==> src/imu_pkg.sv <==
`default_nettype none

// ==================================================
// IMU packet format shared by receivers and store
// ==================================================
package imu_pkg;

    // Byte 0 of every packet
    localparam logic [7:0] HEADER_BYTE = 8'hAA;

    // Header, seven 16-bit words, flag byte
    localparam int PACKET_BYTES = 16;

    // Bit positions inside the flag byte (byte 15)
    localparam int FLAG_QUAT_BIT = 0;
    localparam int FLAG_GYRO_BIT = 1;

    // Decoded packet, 114 bits
    // Words arrive MSB byte first on the wire
    typedef struct packed {
        logic signed [15:0] quat_w;
        logic signed [15:0] quat_x;
        logic signed [15:0] quat_y;
        logic signed [15:0] quat_z;
        logic signed [15:0] gyro_x;
        logic signed [15:0] gyro_y;
        logic signed [15:0] gyro_z;
        logic               quat_valid;
        logic               gyro_valid;
    } imu_rec_t;

endpackage

`default_nettype wire

==> src/hub_pkg.sv <==
`default_nettype none

// Hub control types, separate from the packet format
package hub_pkg;

    // Request side of one receiver
    typedef enum logic {
        RX_IDLE    = 1'b0,
        RX_PENDING = 1'b1
    } rx_state_e;

    // Field select of the read port
    typedef enum logic [2:0] {
        FLD_QW = 3'd0,
        FLD_QX = 3'd1,
        FLD_QY = 3'd2,
        FLD_QZ = 3'd3,
        FLD_GX = 3'd4,
        FLD_GY = 3'd5,
        FLD_GZ = 3'd6
    } field_e;

endpackage

`default_nettype wire

==> src/hub_ifs.sv <==
`timescale 1ns/1ps
`default_nettype none


// ==================================================
// Arbiter to store write bus
// ==================================================
// we is a one-cycle strobe, payload valid with it
interface store_wr_if import imu_pkg::*; #(
    parameter int NUM_SENSORS = 2
) ();
    localparam int IDX_W = $clog2(NUM_SENSORS);

    logic             we;
    logic [IDX_W-1:0] sensor;
    logic             hdr_ok;
    imu_rec_t         rec;

    modport arb (output we, output sensor, output hdr_ok, output rec);
    modport store (input we, input sensor, input hdr_ok, input rec);
endinterface

`default_nettype wire

==> src/sample_store.sv <==
`timescale 1ns/1ps
`default_nettype none

// Latest record and status per sensor, registered read port
module sample_store import imu_pkg::*, hub_pkg::*; #(
    parameter int NUM_SENSORS = 2
) (
    input  logic                           clk,
    input  logic                           cs_n,
    input  logic [$clog2(NUM_SENSORS)-1:0] rd_sensor,
    input  field_e                         rd_field,
    store_wr_if.store                      wr,
    output logic signed [15:0]             rd_data,
    output logic [NUM_SENSORS-1:0]         initialized,
    output logic [NUM_SENSORS-1:0]         error,
    output logic [NUM_SENSORS-1:0]         quat_valid,
    output logic [NUM_SENSORS-1:0]         gyro_valid,
    output logic [NUM_SENSORS-1:0]         sample_upd
);

    imu_rec_t           recs [NUM_SENSORS];
    imu_rec_t           sel;
    logic signed [15:0] rd_nxt;

    // ==================================================
    // Write side
    // ==================================================
    always_ff @(posedge clk or posedge cs_n) begin
        if (cs_n) begin
            recs        <= '{default: '0};
            initialized <= '0;
            error       <= '0;
            sample_upd  <= '0;
        end else begin
            sample_upd <= '0;
            if (wr.we) begin
                // Pulse on every write, good or bad
                sample_upd[wr.sensor] <= 1'b1;
                if (wr.hdr_ok) begin
                    initialized[wr.sensor] <= 1'b1;
                    error[wr.sensor]       <= 1'b0;
                    recs[wr.sensor]        <= wr.rec;
                end else begin
                    // Bad header keeps the last good record
                    initialized[wr.sensor] <= 1'b0;
                    error[wr.sensor]       <= 1'b1;
                end
            end
        end
    end

    // Valid bits ride in the stored record
    for (genvar i = 0; i < NUM_SENSORS; i++) begin : g_valid
        assign quat_valid[i] = recs[i].quat_valid;
        assign gyro_valid[i] = recs[i].gyro_valid;
    end

    // ==================================================
    // Read side
    // ==================================================
    // Unused sensor codes read as zero
    assign sel = (int'(rd_sensor) < NUM_SENSORS) ? recs[rd_sensor] : '0;

    always_comb begin
        case (rd_field)
            FLD_QW:  rd_nxt = sel.quat_w;
            FLD_QX:  rd_nxt = sel.quat_x;
            FLD_QY:  rd_nxt = sel.quat_y;
            FLD_QZ:  rd_nxt = sel.quat_z;
            FLD_GX:  rd_nxt = sel.gyro_x;
            FLD_GY:  rd_nxt = sel.gyro_y;
            FLD_GZ:  rd_nxt = sel.gyro_z;
            default: rd_nxt = '0;
        endcase
    end

    always_ff @(posedge clk or posedge cs_n) begin
        if (cs_n) begin
            rd_data <= '0;
        end else begin
            rd_data <= rd_nxt;
        end
    end

    // Arbiter must only forward real receivers
    a_wr_in_range: assert property (
        @(posedge clk) disable iff (cs_n) wr.we |-> (int'(wr.sensor) < NUM_SENSORS)
    );

endmodule

`default_nettype wire

==> src/flat_wrapper.sv <==
// flat-port wrapper written by rule: the top's interface ports become plain ports
module sample_store_flat import imu_pkg::*, hub_pkg::*;
#(
    parameter int NUM_SENSORS = 2
)
  (clk, cs_n, rd_sensor, rd_field, rd_data, initialized, error, quat_valid, gyro_valid, sample_upd, wr_we, wr_sensor, wr_hdr_ok, wr_rec);
  store_wr_if #(.NUM_SENSORS(NUM_SENSORS)) wr_i ();
  input  logic clk;
  input  logic cs_n;
  input  logic [$clog2(NUM_SENSORS)-1:0] rd_sensor;
  input  field_e rd_field;
  output logic signed [15:0] rd_data;
  output logic [NUM_SENSORS-1:0] initialized;
  output logic [NUM_SENSORS-1:0] error;
  output logic [NUM_SENSORS-1:0] quat_valid;
  output logic [NUM_SENSORS-1:0] gyro_valid;
  output logic [NUM_SENSORS-1:0] sample_upd;
  input wire logic [$bits(wr_i.we)-1:0] wr_we;
  input wire logic [$bits(wr_i.sensor)-1:0] wr_sensor;
  input wire logic [$bits(wr_i.hdr_ok)-1:0] wr_hdr_ok;
  input wire logic [$bits(wr_i.rec)-1:0] wr_rec;
  assign wr_i.we = wr_we;
  assign wr_i.sensor = wr_sensor;
  assign wr_i.hdr_ok = wr_hdr_ok;
  assign wr_i.rec = wr_rec;
  sample_store #(.NUM_SENSORS(NUM_SENSORS)) u_core (.clk(clk), .cs_n(cs_n), .rd_sensor(rd_sensor), .rd_field(rd_field), .wr(wr_i), .rd_data(rd_data), .initialized(initialized), .error(error), .quat_valid(quat_valid), .gyro_valid(gyro_valid), .sample_upd(sample_upd));
endmodule
==> config.mk <==
export PLATFORM = sky130hd
export DESIGN_NAME = sample_store_flat
export DESIGN_NICKNAME = d
export VERILOG_FILES = /design/src/imu_pkg.sv /design/src/hub_pkg.sv /design/src/hub_ifs.sv /design/src/sample_store.sv /design/src/flat_wrapper.sv
export SDC_FILE = /design/constraint.sdc
export NUM_CORES = 1
export LEC_CHECK = 0
export BUFFER_PORTS_ARGS = -buffer_cell sky130_fd_sc_hd__buf_2
export CAP_MARGIN = 25
export CORE_MARGIN = 1
export CORE_UTILIZATION = 52
export DETAILED_ROUTE_END_ITERATION = 10
export GPL_ROUTABILITY_DRIVEN = 0
export PLACE_DENSITY = 0.76
export SLEW_MARGIN = 20
export SYNTH_ARGS = -nofsm -noshare
export SYNTH_HDL_FRONTEND = slang
export SYNTH_SLANG_ARGS = --single-unit
==> constraint.sdc <==
create_clock -name clk -period 8 [get_ports clk]
set_input_delay 1.2 -clock clk [delete_from_list [all_inputs] [get_ports clk]]
set_output_delay 1.2 -clock clk [all_outputs]
set_load 0.03 [all_outputs]
==> impl_metrics.tcl, run 1 <==
set metrics [dict create \
    synth_compound_area_share_pct 2.86 \
    yosys-top-cells-area "dfrtp_1 (58%), mux2_2 (19%), mux2i_1 (10%)" \
    htreeDepth 1 \
    cts.clk_slew.worst_paths_ns 0.06 \
    drt_iter0_drc 431 \
    startpoint "rd_sensor" \
    wl_microns 25100 \
    dieArea_sq_um 21500 \
    hold_viol 0 \
    cts_buffers 27 \
    fp.dieW_microns 146 \
    vias 6622 \
    clkLatencyLatePin_ns 0.53 \
    synthMuxAreaShare_pct 34.0 \
    fin_setup_tns_ns 0 \
    cts_root_buffer "clkbuf_16" \
    setup_viol 0 \
    yosysTopAreaCell "dfrtp_1" \
    ys.flop_type "dfrtp_1" \
    hold_buffers 0 \
    slew_viol_final 0 \
    num-fill-cells 1610 \
    status "completed" \
    avgRoutedWirePerCell_microns 21.6 \
    p_leak_nw 5.91 \
    yosys_warnings 0 \
    synth_nets 867 \
    final_nets 998 \
    syn2layout_area_growth_pct 16.0 \
    timing.critical_path.to "u_core.rd_data[3]" \
    endpoint_kind "flop" \
    dp_hpwl_microns 16900 \
    rsz0062_at_grt "false" \
    grt_pass1_wl_microns 39300 \
    cp_max_fo 69 \
    yosysMostFrequentCell "dfrtp_1" \
    final_area_sq_um 12600 \
    min_path_type "reg -> reg" \
    r2r_slack_ns 6.54 \
    synth_top_family_by_area "multiplexers" \
    max-vdd-ir-drop_v 0.000214 \
    syn_area_sq_um 10900 \
    synth_edf_count 0 \
    seq_area_frac_synth_pct 57.6 \
    power_density_nw_per_um2 267 \
    worstSetupPathType "in -> reg" \
    grt-ovfl-total 0 \
    post_cts_buffers 0 \
    rows 52 \
    grt_antenna_before_repair 0 \
    io_buffers 148 \
    fmax_mhz 303 \
    top_usage_layer "met2" \
    synth_commonest_cells "dfrtp_1 (250), mux2_2 (179), mux2i_1 (112)" \
    dpl.cell_count 1116 \
    synth_area_per_cell_sq_um 14.6 \
    reg2reg_to "u_core.rd_data[9]" \
    async_reset_ff_share_pct 100 \
    synthAdderAreaFrac_pct 0 \
    yosys.area.top_type_share_pct 57.6 \
    use_met3_pct 4.19 \
    ctsResizeCount 0 \
    cts.path.max_buffers 3 \
    crit_arrival_ns 3.69 \
    ioPinCount 149 \
    core_area_sq_um 20400 \
    r2r_start "u_core.recs[107]" \
    drive_gt1_share_pct 42.6 \
    postSynthCellCount 744 \
    maxCapViolations 0 \
    slew_headroom_pct 31.7 \
    met1_usage_pct 34.2 \
    yosys.area_share.xor_xnor_pct 0 \
    detail-route-antenna-nets 0 \
    crit_path_start_kind "input port" \
    fp.dieH_microns 146 \
    dr.pass1.iters 5 \
    initial_core_util_pct 53.3 \
    placed_area_sq_um 11700 \
    grt_pass1_vias 6992 \
    final_cells 1164 \
    grtUsageTotal_pct 24.0 \
    ys_types 22 \
    met2_usage_pct 38.0 \
    crit_required_ns 8.39 \
    worstMarginPinSlew_ns 1.02 \
    drt-vias-per-instance 5.69 \
    clock_sink_count 250 \
    synthSimpleGateAreaFrac_pct 2.55 \
    fin_worst_skew_ns 0.0144 \
    cts_tree "done" \
    timing.final.crit_share_pct 41.2 \
    timing.final.crit_period_ns 3.30 \
    drc 0 \
    r2r_cells 3 \
    grt_max_degree 190 \
    ys_ff_latch 250 \
    diodes 0 \
]
## metal layers
layer | part of all wire [%] | wire length [microns]
met1 | 46 | 11500
met2 | 47 | 11700
met3 | 5.0 | 1250
met4 | 2.8 | 697
met5 | 0 | 0
## power breakdown
group	internal [mW]	total, mW	switching (mW)
registers	1.50	1.63	0.128
clock network	0.702	1.19	0.484
logic	0.278	0.543	0.264
total	2.48	3.36	0.877
## cells in the final DEF, fill, tap and decap left out
master        n
clkinv_2      5
or3_1         1
mux2i_1     112
buf_12        2
inv_6         2
o22ai_1      48
nand2b_1      1
o21ai_0       2
or4_1        16
dfrtp_1     250
clkbuf_8      9
inv_1         1
mux2_1       49
clkinvlp_4    2
nand3b_1      3
buf_4         4
clkbuf_1      4
nor2_1       16
or3b_1        3
clkbuf_16    27
inv_2         1
nand2_1       7
buf_6         1
nand3_4       1
nand2_4       1
buf_2       147
mux2_2      179
## flip-flops by register name, indices dropped and copies added (netlist names), named ones only
name / count
u_core.rd_data: 16
u_core.recs: 224
u_core.sample_upd: 2
u_core.quat_valid: 2
u_core.gyro_valid: 2
## worst max-delay path: stages
cell and delay (ns):
buf_6 0.62, buf_4 0.75, mux2i_1 0.28, o22ai_1 0.16, or4_1 0.57
## worst min-delay path by stage
stage	endpoint	from	cells after the start
floorplan	u_core.recs[116]	u_core.recs[116]	1
detailed placement	flop	flop	2
global placement	flop	flop	2
CTS	flop	flop	2
global route	u_core.recs[225]	u_core.recs[225]	1
finish	flop	flop	2
## final cells by class
class | instances | area (sq um) | area share, %
Clock buffer | 40 | 815 | 6.47
Clock inverter | 8 | 50.0 | 0.398
Inverter | 3 | 15.0 | 0.119
Multi-Input combinational cell | 439 | 4300 | 34.1
Sequential cell | 250 | 6260 | 49.7
Tap cell | 270 | 338 | 2.68
Timing Repair Buffer | 154 | 817 | 6.49
## per-stage QoR
| stage | hold WS, ns | setup WS [ns] | utilization [%] | power [mW] |
|---|---|---|---|---|
| floorplan | 0.464 | 3.51 | - | 2.02 |
| global placement | 0.456 | 4.30 | 57.5 | 2.17 |
| detailed placement | 0.459 | 4.22 | 57.6 | 2.20 |
| CTS | 0.474 | 4.74 | 61.8 | 3.39 |
| global route | 0.501 | 4.65 | 61.8 | 3.50 |
| finish | 0.470 | 4.70 | 61.8 | 3.36 |
## logic make-up (layout without fill, tap and decap cells)
logic type | after synthesis | count (layout)
AND/OR/NAND/NOR | 49 | 49
buffers and inverters | 55 | 205
multiplexers | 340 | 340
AO/OA/AOI/OAI | 50 | 50
flip-flops | 250 | 250
(Power assumes the default switching activity.)
==> run 2: changes to the inputs <==
==> constraint.sdc (replaced) <==
create_clock -name clk -period 2.7 [get_ports clk]
set_input_delay 0.405 -clock clk [delete_from_list [all_inputs] [get_ports clk]]
set_output_delay 0.405 -clock clk [all_outputs]
set_load 0.03 [all_outputs]
==> run 2 against run 1 <==
Die area unchanged. Sequential share of layout area decreased by 0.78 points. Clock-buffer cell count unchanged. Non-clock buffer count increased by 16. Largest power group unchanged. Highest routed layer unchanged.
==> impl_metrics.tcl, run 2 (synthesis gave the netlist of run 1 again) <==
set metrics [dict create \
    drc 0 \
    worstSetupPathType "in -> reg" \
    dp_hpwl_microns 17300 \
    grt_pass1_wl_microns 39100 \
    whs_path_depth 2 \
    detail-route-antenna-nets 0 \
    cp_max_fo 16 \
    avgRoutedWirePerCell_microns 21.0 \
    fin_worst_skew_ns 0.0105 \
    cts.clk_slew.worst_paths_ns 0.06 \
    clkLatencyLatePin_ns 0.52 \
    dr.pass1.iters 4 \
    htreeDepth 1 \
    reg_top3 "u_core.recs: 224 flops, u_core.rd_data: 16 flops" \
    max-vdd-ir-drop_v 0.000454 \
    hold_viol 0 \
    drt-vias-per-instance 5.65 \
    wl_microns 24800 \
    r2r_cells 3 \
    power_density_nw_per_um2 778 \
    crit_path_start_kind "input port" \
    min_path_type "in -> reg" \
    p_leak_nw 6.01 \
    cts.path.max_buffers 3 \
    vias 6659 \
    syn2layout_area_growth_pct 17.8 \
    timing.final.crit_period_ns 1.61 \
    timing.final.crit_share_pct 59.5 \
    endpoint_kind "flop" \
    slew_viol_final 0 \
    worstMarginPinSlew_ns 0.786 \
    power_mw 9.94 \
    rows 52 \
    rsz0062_at_grt "false" \
    slew_headroom_pct 47.6 \
    grt-ovfl-total 0 \
    maxCapViolations 0 \
    final_common_cell "dfrtp_1" \
    io_buffers 148 \
    grt_max_degree 84 \
    final_core_util_pct 62.8 \
    ctsResizeCount 0 \
    drt_iter0_drc 428 \
    cts_root_buffer "clkbuf_16" \
    layout_common_cells "dfrtp_1 (250), mux2_2 (179), buf_2 (147), mux2i_1 (112), mux2_1 (49)" \
    status "completed" \
    cts_tree "done" \
    final_nets 1013 \
    drive_gt1_share_pct 43.0 \
    largest_register_ffs 224 \
    critPathMaxStageDelay_ns 0.68 \
    fp.dieH_microns 146 \
    regMostFlops "u_core.recs" \
    fin_setup_tns_ns 0 \
    grt_pass1_vias 6898 \
    grtUsageTotal_pct 23.8 \
    setup_viol 0 \
    crit_required_ns 3.09 \
    ioPinCount 149 \
    path_cells "buf_2, or3b_1, buf_4, o22ai_1, or4_1" \
    cts_buffers 26 \
    crit_slowest_cell "or3b_1" \
    initial_core_util_pct 53.3 \
    grt_antenna_before_repair 0 \
    core_area_sq_um 20400 \
    clock_sink_count 250 \
    fmax_mhz 622 \
    fp.dieW_microns 146 \
    diodes 0 \
    crit_arrival_ns 2.00 \
    dieArea_sq_um 21500 \
]
## run 2: layout make-up
type | count | area (sq um)
fillers | 1546 | 7580
flip-flops and latches | 250 | 6260
multi-input cells | 439 | 4300
repair buffers | 170 | 1050
clock buffers | 40 | 774
well taps | 270 | 338
clock inverters | 6 | 55.1
inverters | 3 | 15.0
## run 2: timing repair
item                      in CTS  in global routing
setup buffers                  0                  0
hold endpoints to repair      20                  0
hold buffers                   1                  0
## run 2: routing by layer
metal	up-vias	wire length (microns)	GRT usage [%]
li1	3011	-	-
met1	3424	11300	36.0
met2	193	11300	35.9
met3	31	1760	4.22
met4	0	455	5.21
met5	-	0	0
## run 2: where the power goes
group | total [mW] | switching [mW] | internal, mW
clock | 3.44 | 1.38 | 2.06
combinational | 1.67 | 0.816 | 0.851
sequential | 4.84 | 0.382 | 4.46
total | 9.94 | 2.58 | 7.37
## run 2: critical path, delay by kind of cell
kind                   cells  cell delay, ns
AND/OR/NAND/NOR            2            1.15
buffers and inverters      2            0.36
AO/OA/AOI/OAI              1            0.08
## run 2: final timing paths
check                                start            endpoint  slack (ns)
max in group asynchronous             cs_n    u_core.recs[216]        1.33
min                              wr_rec[8]    u_core.recs[122]        0.11
max                            rd_field[2]   u_core.rd_data[2]        1.09
max reg2reg                u_core.recs[28]  u_core.rd_data[10]        1.21
min in group asynchronous             cs_n     u_core.recs[95]        0.53
min reg2reg                           flop                flop        0.47
## run 2: through the flow
stage          cells  setup WS [ns]  area [sq um]  hold WS (ns)
3_5_place_dp    1131          0.597         11900         0.461
3_3_place_gp    1131          0.626         11900         0.460
6_report        1178           1.09         12800         0.113
5_1_grt         1178           1.06         12800         0.103
4_1_cts         1178           1.13         12800        0.0977
2_1_floorplan    744         -0.993         10900         0.464
